File: src/hdl/fetch_decode_pkg.sv
// Shared widths and encodings for the front end; real-mode 20-bit addressing with 16-bit words only
`default_nettype none

package fetch_decode_pkg;

    // Bus and register word width
    localparam int word_width = 16;

    // Word address, physical address bits 19:1
    localparam int addr_width = 19;

    // Bus word, seen whole or as the two bytes pushed into the queue
    typedef union packed {
        logic [word_width-1:0] word;
        struct packed {
            logic [7:0] hi;
            logic [7:0] lo;
        } bytes;
    } instr_word_t;

    // ModRM mod field
    localparam logic [1:0] mod_direct   = 2'b00;
    localparam logic [1:0] mod_disp8    = 2'b01;
    localparam logic [1:0] mod_disp16   = 2'b10;
    localparam logic [1:0] mod_register = 2'b11;

    // rm code for BP, or a direct address when mod is 00
    localparam logic [2:0] rm_bp_direct = 3'b110;

    // Base/index pairs of the 8086 address table
    localparam logic [2:0] rm_bx_si = 3'b000;
    localparam logic [2:0] rm_bx_di = 3'b001;
    localparam logic [2:0] rm_bp_si = 3'b010;
    localparam logic [2:0] rm_bp_di = 3'b011;
    localparam logic [2:0] rm_si    = 3'b100;
    localparam logic [2:0] rm_di    = 3'b101;
    localparam logic [2:0] rm_bx    = 3'b111;

    // Top-level parameter defaults
    localparam int queue_depth_default = 6;
    localparam int nearly_full_default = 2;

endpackage

`default_nettype wire
File: src/hdl/fetch_decode_top.sv
// Front end top; load_new_ip doubles as queue and decoder flush, register values are sampled live
`timescale 1ns/100ps
`default_nettype none

module fetch_decode_top #(
    parameter int queue_depth           = fetch_decode_pkg::queue_depth_default,
    parameter int nearly_full_threshold = fetch_decode_pkg::nearly_full_default
) (
    input  wire logic                                    clk,
    input  wire logic                                    rst,
    input  wire logic                                    load_new_ip,
    input  wire logic [fetch_decode_pkg::word_width-1:0] new_cs,
    input  wire logic [fetch_decode_pkg::word_width-1:0] new_ip,
    input  wire logic                                    instr_ack,
    input  wire fetch_decode_pkg::instr_word_t           instr_data,
    input  wire logic [fetch_decode_pkg::word_width-1:0] si,
    input  wire logic [fetch_decode_pkg::word_width-1:0] di,
    input  wire logic [fetch_decode_pkg::word_width-1:0] bp,
    input  wire logic [fetch_decode_pkg::word_width-1:0] bx,
    output logic                                         instr_access,
    output logic [fetch_decode_pkg::addr_width-1:0]      instr_addr,
    output logic                                         decode_valid,
    output logic [7:0]                                   opcode,
    output logic                                         has_modrm,
    output logic [7:0]                                   modrm,
    output logic [fetch_decode_pkg::word_width-1:0]      displacement,
    output logic [fetch_decode_pkg::word_width-1:0]      effective_address,
    output logic                                         rm_is_reg,
    output logic                                         bp_as_base
);

    logic       fifo_wr_en;
    logic [7:0] fifo_wr_data;
    logic       fifo_rd_en;
    logic [7:0] fifo_rd_data;
    logic       fifo_empty;
    logic       fifo_nearly_full;

    prefetch u_prefetch (
        .clk              (clk),
        .rst              (rst),
        .load_new_ip      (load_new_ip),
        .new_cs           (new_cs),
        .new_ip           (new_ip),
        .instr_ack        (instr_ack),
        .instr_data       (instr_data),
        .fifo_nearly_full (fifo_nearly_full),
        .instr_access     (instr_access),
        .instr_addr       (instr_addr),
        .fifo_wr_en       (fifo_wr_en),
        .fifo_wr_data     (fifo_wr_data)
    );

    byte_fifo #(
        .depth                 (queue_depth),
        .nearly_full_threshold (nearly_full_threshold)
    ) u_byte_fifo (
        .clk         (clk),
        .rst         (rst),
        .flush       (load_new_ip),
        .wr_en       (fifo_wr_en),
        .wr_data     (fifo_wr_data),
        .rd_en       (fifo_rd_en),
        .rd_data     (fifo_rd_data),
        .empty       (fifo_empty),
        .nearly_full (fifo_nearly_full)
    );

    modrm_decoder u_modrm_decoder (
        .clk               (clk),
        .rst               (rst),
        .flush             (load_new_ip),
        .fifo_rd_data      (fifo_rd_data),
        .fifo_empty        (fifo_empty),
        .si                (si),
        .di                (di),
        .bp                (bp),
        .bx                (bx),
        .fifo_rd_en        (fifo_rd_en),
        .decode_valid      (decode_valid),
        .opcode            (opcode),
        .has_modrm         (has_modrm),
        .modrm             (modrm),
        .displacement      (displacement),
        .effective_address (effective_address),
        .rm_is_reg         (rm_is_reg),
        .bp_as_base        (bp_as_base)
    );

endmodule

`default_nettype wire

File: src/hdl/modrm_decoder.sv
// Only 00h-3Fh with low bits 0-3 take ModRM; no immediates or prefixes, records have no back-pressure
`timescale 1ns/100ps
`default_nettype none

module modrm_decoder (
    input  wire logic        clk,
    input  wire logic        rst,
    input  wire logic        flush,
    input  wire logic [7:0]  fifo_rd_data,
    input  wire logic        fifo_empty,
    input  wire logic [15:0] si,
    input  wire logic [15:0] di,
    input  wire logic [15:0] bp,
    input  wire logic [15:0] bx,
    output logic             fifo_rd_en,
    output logic             decode_valid,
    output logic [7:0]       opcode,
    output logic             has_modrm,
    output logic [7:0]       modrm,
    output logic [15:0]      displacement,
    output logic [15:0]      effective_address,
    output logic             rm_is_reg,
    output logic             bp_as_base
);

    typedef enum logic [1:0] {
        st_opcode,
        st_modrm,
        st_disp_lo,
        st_disp_hi
    } state_t;

    state_t      state;
    logic [7:0]  opcode_r;
    logic [7:0]  modrm_r;
    logic [7:0]  disp_lo_r;
    logic [7:0]  cur_modrm;
    logic [1:0]  mod;
    logic [2:0]  rm;
    logic        opcode_has_modrm;
    logic        needs_disp;
    logic        record_done;
    logic        one_byte;
    logic        is_reg;
    logic        bp_based;
    logic [15:0] disp_value;
    logic [15:0] base_sum;

    assign fifo_rd_en = !fifo_empty && !flush;

    assign opcode_has_modrm = fifo_rd_data[7:6] == 2'b00 && !fifo_rd_data[2];

    // ModRM byte is on the queue head while in st_modrm
    assign cur_modrm = (state == st_modrm) ? fifo_rd_data : modrm_r;
    assign mod       = cur_modrm[7:6];
    assign rm        = cur_modrm[2:0];
    assign is_reg    = mod == fetch_decode_pkg::mod_register;
    assign one_byte  = state == st_opcode;

    assign needs_disp = mod == fetch_decode_pkg::mod_disp8 ||
                        mod == fetch_decode_pkg::mod_disp16 ||
                        (mod == fetch_decode_pkg::mod_direct &&
                         rm == fetch_decode_pkg::rm_bp_direct);

    always_comb begin
        case (state)
            st_opcode:  record_done = !opcode_has_modrm;
            st_modrm:   record_done = !needs_disp;
            st_disp_lo: record_done = mod == fetch_decode_pkg::mod_disp8;
            default:    record_done = 1'b1;
        endcase
        record_done = record_done && fifo_rd_en;
    end

    always_comb begin
        case (state)
            st_disp_lo: disp_value = {{8{fifo_rd_data[7]}}, fifo_rd_data};
            st_disp_hi: disp_value = {fifo_rd_data, disp_lo_r};
            default:    disp_value = 16'h0000;
        endcase
    end

    // 8086 base/index table
    always_comb begin
        case (rm)
            fetch_decode_pkg::rm_bx_si:     base_sum = bx + si;
            fetch_decode_pkg::rm_bx_di:     base_sum = bx + di;
            fetch_decode_pkg::rm_bp_si:     base_sum = bp + si;
            fetch_decode_pkg::rm_bp_di:     base_sum = bp + di;
            fetch_decode_pkg::rm_si:        base_sum = si;
            fetch_decode_pkg::rm_di:        base_sum = di;
            fetch_decode_pkg::rm_bp_direct:
                base_sum = (mod == fetch_decode_pkg::mod_direct) ? 16'h0000 : bp;
            fetch_decode_pkg::rm_bx:        base_sum = bx;
        endcase
    end

    assign bp_based = !is_reg &&
                      (rm == fetch_decode_pkg::rm_bp_si ||
                       rm == fetch_decode_pkg::rm_bp_di ||
                       (rm == fetch_decode_pkg::rm_bp_direct &&
                        mod != fetch_decode_pkg::mod_direct));

    always_ff @(posedge clk) begin
        if (rst || flush) begin
            state        <= st_opcode;
            decode_valid <= 1'b0;
        end else begin
            decode_valid <= record_done;
            if (fifo_rd_en) begin
                case (state)
                    st_opcode:  state <= opcode_has_modrm ? st_modrm : st_opcode;
                    st_modrm:   state <= needs_disp ? st_disp_lo : st_opcode;
                    st_disp_lo: state <= record_done ? st_opcode : st_disp_hi;
                    default:    state <= st_opcode;
                endcase
            end
        end
    end

    always_ff @(posedge clk) begin
        if (fifo_rd_en) begin
            case (state)
                st_opcode:  opcode_r  <= fifo_rd_data;
                st_modrm:   modrm_r   <= fifo_rd_data;
                st_disp_lo: disp_lo_r <= fifo_rd_data;
                default:    disp_lo_r <= disp_lo_r;
            endcase
        end
        if (record_done) begin
            opcode            <= one_byte ? fifo_rd_data : opcode_r;
            has_modrm         <= !one_byte;
            modrm             <= one_byte ? 8'h00 : cur_modrm;
            rm_is_reg         <= !one_byte && is_reg;
            bp_as_base        <= !one_byte && bp_based;
            displacement      <= (one_byte || is_reg) ? 16'h0000 : disp_value;
            effective_address <= (one_byte || is_reg) ? 16'h0000 : base_sum + disp_value;
        end
    end

endmodule

`default_nettype wire

File: src/hdl/byte_fifo.sv
// Byte queue of any depth >= 2; writes when full and reads when empty are ignored, flush beats both
`timescale 1ns/100ps
`default_nettype none

module byte_fifo #(
    parameter int depth                 = 6,
    parameter int nearly_full_threshold = 2
) (
    input  wire logic       clk,
    input  wire logic       rst,
    input  wire logic       flush,
    input  wire logic       wr_en,
    input  wire logic [7:0] wr_data,
    input  wire logic       rd_en,
    output logic [7:0]      rd_data,
    output logic            empty,
    output logic            nearly_full
);

    localparam int ptr_width   = $clog2(depth);
    localparam int count_width = $clog2(depth + 1);
    localparam logic [ptr_width-1:0]   last_idx   = ptr_width'(depth - 1);
    localparam logic [count_width-1:0] full_count = count_width'(depth);
    localparam logic [count_width-1:0] nf_count   =
        count_width'(depth - nearly_full_threshold);

    logic [7:0]             mem [depth];
    logic [ptr_width-1:0]   wr_ptr;
    logic [ptr_width-1:0]   rd_ptr;
    logic [count_width-1:0] count;
    logic                   full;
    logic                   do_write;
    logic                   do_read;

    assign full        = count == full_count;
    assign empty       = count == '0;
    assign nearly_full = count >= nf_count;
    assign rd_data     = mem[rd_ptr];

    assign do_write = wr_en && !full;
    assign do_read  = rd_en && !empty;

    always_ff @(posedge clk) begin
        if (rst || flush) begin
            wr_ptr <= '0;
            rd_ptr <= '0;
            count  <= '0;
        end else begin
            if (do_write) begin
                wr_ptr <= (wr_ptr == last_idx) ? '0 : wr_ptr + 1'b1;
            end
            if (do_read) begin
                rd_ptr <= (rd_ptr == last_idx) ? '0 : rd_ptr + 1'b1;
            end
            if (do_write && !do_read) begin
                count <= count + 1'b1;
            end else if (do_read && !do_write) begin
                count <= count - 1'b1;
            end
        end
    end

    always_ff @(posedge clk) begin
        if (do_write && !flush) begin
            mem[wr_ptr] <= wr_data;
        end
    end

endmodule

`default_nettype wire

File: src/hdl/prefetch.sv
// Single outstanding fetch; queue must keep two free bytes when nearly_full drops, CS:IP wraps at 1 MiB
`timescale 1ns/100ps
`default_nettype none

module prefetch (
    input  wire logic                                  clk,
    input  wire logic                                  rst,
    input  wire logic                                  load_new_ip,
    input  wire logic [fetch_decode_pkg::word_width-1:0] new_cs,
    input  wire logic [fetch_decode_pkg::word_width-1:0] new_ip,
    input  wire logic                                  instr_ack,
    input  wire fetch_decode_pkg::instr_word_t         instr_data,
    input  wire logic                                  fifo_nearly_full,
    output logic                                       instr_access,
    output logic [fetch_decode_pkg::addr_width-1:0]    instr_addr,
    output logic                                       fifo_wr_en,
    output logic [7:0]                                 fifo_wr_data
);

    logic [fetch_decode_pkg::word_width-1:0] cs;
    logic [fetch_decode_pkg::word_width-1:0] ip;
    logic [fetch_decode_pkg::word_width-1:0] addr_cs;
    logic [fetch_decode_pkg::word_width-1:0] addr_ip;
    logic [fetch_decode_pkg::addr_width:0]   phys_addr;
    fetch_decode_pkg::instr_word_t           fetched;
    logic                                    writing;
    logic                                    byte_sel;
    logic                                    discard;

    // A load redirects the address of an access started in the same cycle
    assign addr_cs   = load_new_ip ? new_cs : cs;
    assign addr_ip   = load_new_ip ? new_ip : ip;
    assign phys_addr = {addr_cs, 4'b0000} + {4'b0000, addr_ip};

    assign fifo_wr_en   = writing;
    assign fifo_wr_data = byte_sel ? fetched.bytes.hi : fetched.bytes.lo;

    always_ff @(posedge clk) begin
        if (rst) begin
            cs           <= 16'hffff;
            ip           <= 16'h0000;
            instr_access <= 1'b0;
            writing      <= 1'b0;
            byte_sel     <= 1'b0;
            discard      <= 1'b0;
        end else if (load_new_ip) begin
            cs      <= new_cs;
            ip      <= new_ip;
            writing <= 1'b0;
            if (instr_access && !instr_ack) begin
                // Let the old access finish, then drop its word
                discard <= 1'b1;
            end else begin
                instr_access <= 1'b1;
                discard      <= 1'b0;
            end
        end else begin
            if (instr_access && instr_ack) begin
                instr_access <= 1'b0;
                if (discard) begin
                    discard <= 1'b0;
                end else begin
                    writing  <= 1'b1;
                    // Odd IP skips the low byte
                    byte_sel <= ip[0];
                end
            end else if (!instr_access && !writing && !fifo_nearly_full) begin
                instr_access <= 1'b1;
            end
            if (writing) begin
                ip <= ip + 16'd1;
                if (byte_sel) begin
                    writing <= 1'b0;
                end else begin
                    byte_sel <= 1'b1;
                end
            end
        end
    end

    // Address and word are captured only when their event occurs
    always_ff @(posedge clk) begin
        if (!instr_access || instr_ack) begin
            instr_addr <= phys_addr[fetch_decode_pkg::addr_width:1];
        end
        if (instr_access && instr_ack) begin
            fetched.word <= instr_data.word;
        end
    end

endmodule

`default_nettype wire

File: config.mk
export PLATFORM = sky130hd
export DESIGN_NAME = fetch_decode_top
export DESIGN_NICKNAME = d
export VERILOG_FILES = /design/src/hdl/fetch_decode_pkg.sv /design/src/hdl/fetch_decode_top.sv /design/src/hdl/modrm_decoder.sv /design/src/hdl/byte_fifo.sv /design/src/hdl/prefetch.sv
export SDC_FILE = /design/constraint.sdc
export NUM_CORES = 1
export LEC_CHECK = 0
export BUFFER_PORTS_ARGS = -buffer_cell sky130_fd_sc_hd__clkbuf_2
export CORE_MARGIN = 2
export CORE_UTILIZATION = 45
export CTS_CLUSTER_DIAMETER = 30
export DETAILED_ROUTE_END_ITERATION = 10
export GPL_ROUTABILITY_DRIVEN = 0
export HOLD_SLACK_MARGIN = 0.1
export PLACE_DENSITY = 0.66
export SETUP_SLACK_MARGIN = 0.4
export SYNTH_ARGS = -nofsm -noshare
export SYNTH_HDL_FRONTEND = slang
export SYNTH_SLANG_ARGS = --single-unit
File: constraint.sdc
create_clock -name clk -period 7.5 [get_ports clk]
set_clock_uncertainty 0.15 [all_clocks]
set_input_delay 2.25 -clock clk [delete_from_list [all_inputs] [get_ports clk]]
set_output_delay 2.25 -clock clk [all_outputs]
set_load 0.005 [all_outputs]
==> results.tsv <==
metric	value	unit
wire_per_inst	16.7	µm
clockPowerShare	0.514	
netSwitchingFraction	0.236	
port_buffers	187	
synth_cells	1114	
drt_pre_antenna_iters	6	
rr_worst_depth	27	
pre_cts_ws	122	ps
tns	0	ps
fin_crit_sh	0.894	
seq_area	0.00577	mm²
ant_nets	0	
fillerInstances	2212	
fmax	149	MHz
cts_hold_buf	0	
whs	350	ps
required	7700	ps
instances_no_fill	1690	
yosys-top-cells-area	edfxtp_1, dfxtp_1, ha_1, mux2_2, a21oi_1	
hp-class	reg -> reg	
clock_latency	510	ps
whs_endpoint	u_prefetch.cs[15]	
antenna_cells	0	
dieHeight	167	µm
synth.distinct_cells	70	
htree_levels	2	
ys_ff_latch	209	
maxCapViolations	0	
cts_tree	yes	
grt_first_pass_wirelength	45300	µm
max-vdd-ir-drop	0.240	mV
grt_max_degree	38	
outcome	finished clean	
worstHoldStart	u_prefetch.cs[15]	
num-nets-final	1508	
syn-cell-area	0.0120	mm²
synth-async-reset-ratio	0	
min_period	6700	ps
largest_reg_flops	48	
route.detailed.drc	0	
reg_top3	u_byte_fifo.mem x48, u_prefetch.instr_addr x19	
arrival	6910	ps
power_density	260	mW/mm²
path_max_fanout	10	
overflow	0	
finalMaxSlewViolations	0	
totalWireLength	28300	µm
worstReg2RegEnd	u_modrm_decoder.effective_address[15]	
routed.top_layer	met4	
post-dp-hpwl	21000	µm
worstHoldPathCells	2	
clock_sinks	209	
drtIter0Drc	631	
synth_top_area_frac	0.397	
met1_length	12300	µm
synth_edf_count	158	
die_area	0.0279	mm²
clkTransAtPathRegs	50	ps
yosys_most_used_dff	edfxtp_1	
timing.slew.headroom	0.216	
total_power	0.00386	W
ff2ff_setup_slack	800	ps
drive_gt1_frac	0.289	
cts_buffer_depth	3	
synth_nets	1300	
synth.most_common_cell	edfxtp_1	
p_int	0.00295	W
grt_pass1_vias	8729	
antenna_found_initial	0	
wl_met3	1720	µm
io_pins	188	
rows	59	
cts_root_buffer	clkbuf_16	
rsz0062_at_grt	false	
multi_input_area	0.00585	mm²
end_kind	register	
synth_top_area_cell	edfxtp_1	
seqPwrFrac	0.344	
hold_violations	0	
crit_type	reg -> reg	
syn_avg_cell_area	10.7	µm²
comb_power_share	0.142	
core	0.0261	mm²
placed_cells	1612	
p_leak	6.11	nW
yosysSeqAreaShare	0.482	
vias	9019	
cp-start-kind	register	
numCtsBuffers	42	
worst_pin_slew	1170	ps
area_growth	24.2	%
start_util	0.459	
netlist_top_cells_count	edfxtp_1, nor2_1, a21oi_1, nand2_1, mux2_2	
regMostFlops	u_byte_fifo.mem	
wl_met2	13400	µm
setup_viol	0	
ys_warn_count	0	
via_per_inst	5.34	
die_w	167	µm
grt_use_total	0.202	
power_switching	0.000913	W
fin_ws	796	ps
==> cells by family after synthesis <==
kind of cell	after synthesis	synth area share
buffers and inverters	88	0.0310
xor gates and xnor gates	67	0.0491
and+or+nand+nor	341	0.138
AOI/OAI and AO/OA	239	0.121
DFF	209	0.482
adders and majority gates	70	0.0764
muxes	100	0.103
==> worst max path at each step <==
| stage | cells past startpoint | endpoint | start | slack, ps |
|---|---|---|---|---|
| global route | 27 | u_modrm_decoder.effective_address[15] | register | 420 |
| detailed placement | 21 | u_modrm_decoder.effective_address[15] | bx[0] | 120 |
| global placement | 21 | u_modrm_decoder.effective_address[15] | bx[0] | 290 |
| floorplan | 20 | u_modrm_decoder.effective_address[15] | bx[0] | 860 |
| CTS | 27 | u_modrm_decoder.effective_address[15] | register | 500 |
| finish | 27 | u_modrm_decoder.effective_address[15] | register | 800 |
==> cell type report <==
| class | instances | area share |
|---|---|---|
| clock buffer | 54 | 0.0779 |
| clock inverter | 23 | 0.0259 |
| inverter | 39 | 0.00985 |
| multi-input combinational | 817 | 0.394 |
| sequential | 209 | 0.388 |
| tap | 335 | 0.0282 |
| timing repair buffer | 213 | 0.0761 |
==> worst max-delay path: stages (launching register included) <==
cell and delay (ps):
dfxtp_2 370, buf_4 190, mux4_2 550, mux2i_4 200, o21a_1 170, inv_2 120, nor2_4 100, nand2_1 120
mux2_2 300, ha_1 270, fa_1 460, a21o_1 190, a21oi_2 200, o21bai_1 110, a31oi_1 250, xnor2_1 90
a221oi_1 230, o21ai_1 190, ha_1 400, and2_1 190, a22o_1 220, a311oi_2 310, a21oi_1 170, a211o_1 280
a21oi_1 180, xnor2_1 90, or2_2 270, mux2i_1 140
==> power by group through the flow <==
stage | sequential, W | combinational [W] | clock, W
2_1_floorplan | 0.00135 | 0.000368 | 0
3_3_place_gp | 0.00135 | 0.000536 | 0
3_5_place_dp | 0.00135 | 0.000543 | 0
4_1_cts | 0.00133 | 0.000547 | 0.00202
5_1_grt | 0.00133 | 0.000608 | 0.00208
6_report | 0.00133 | 0.000548 | 0.00199
==> metrics by stage <==
step           cell area [µm²]  utilization
2_1_floorplan            12000            -
3_3_place_gp             13300        0.510
3_5_place_dp             13300        0.510
4_1_cts                  14800        0.569
5_1_grt                  14900        0.570
6_report                 14900        0.570
==> metal layers <==
metal  track usage  vias up
met4        0.0817        0
met2         0.337      300
met1         0.259     4159
met5             0        -
met3        0.0397       55
li1              -     4505
==> cells in the final DEF (no fill, tap or decap), drive strengths merged, types with 15 or more instances in the layout <==
| cell | count |
|---|---|
| a21oi | 103 |
| and2 | 23 |
| buf | 26 |
| clkbuf | 241 |
| dfxtp | 51 |
| edfxtp | 158 |
| ha | 65 |
| inv | 42 |
| mux2 | 69 |
| mux2i | 23 |
| nand2 | 88 |
| nand2b | 15 |
| nor2 | 110 |
| nor3 | 21 |
| o21ai | 52 |
| or2 | 18 |
| xnor2 | 36 |
| xor2 | 31 |
==> repair_timing <==
item	4_1_cts	5_1_grt
gates resized for setup	0	6
setup buffers	0	1
endpoints found under the setup margin	0	2
Power figures use the tool's default switching activity.
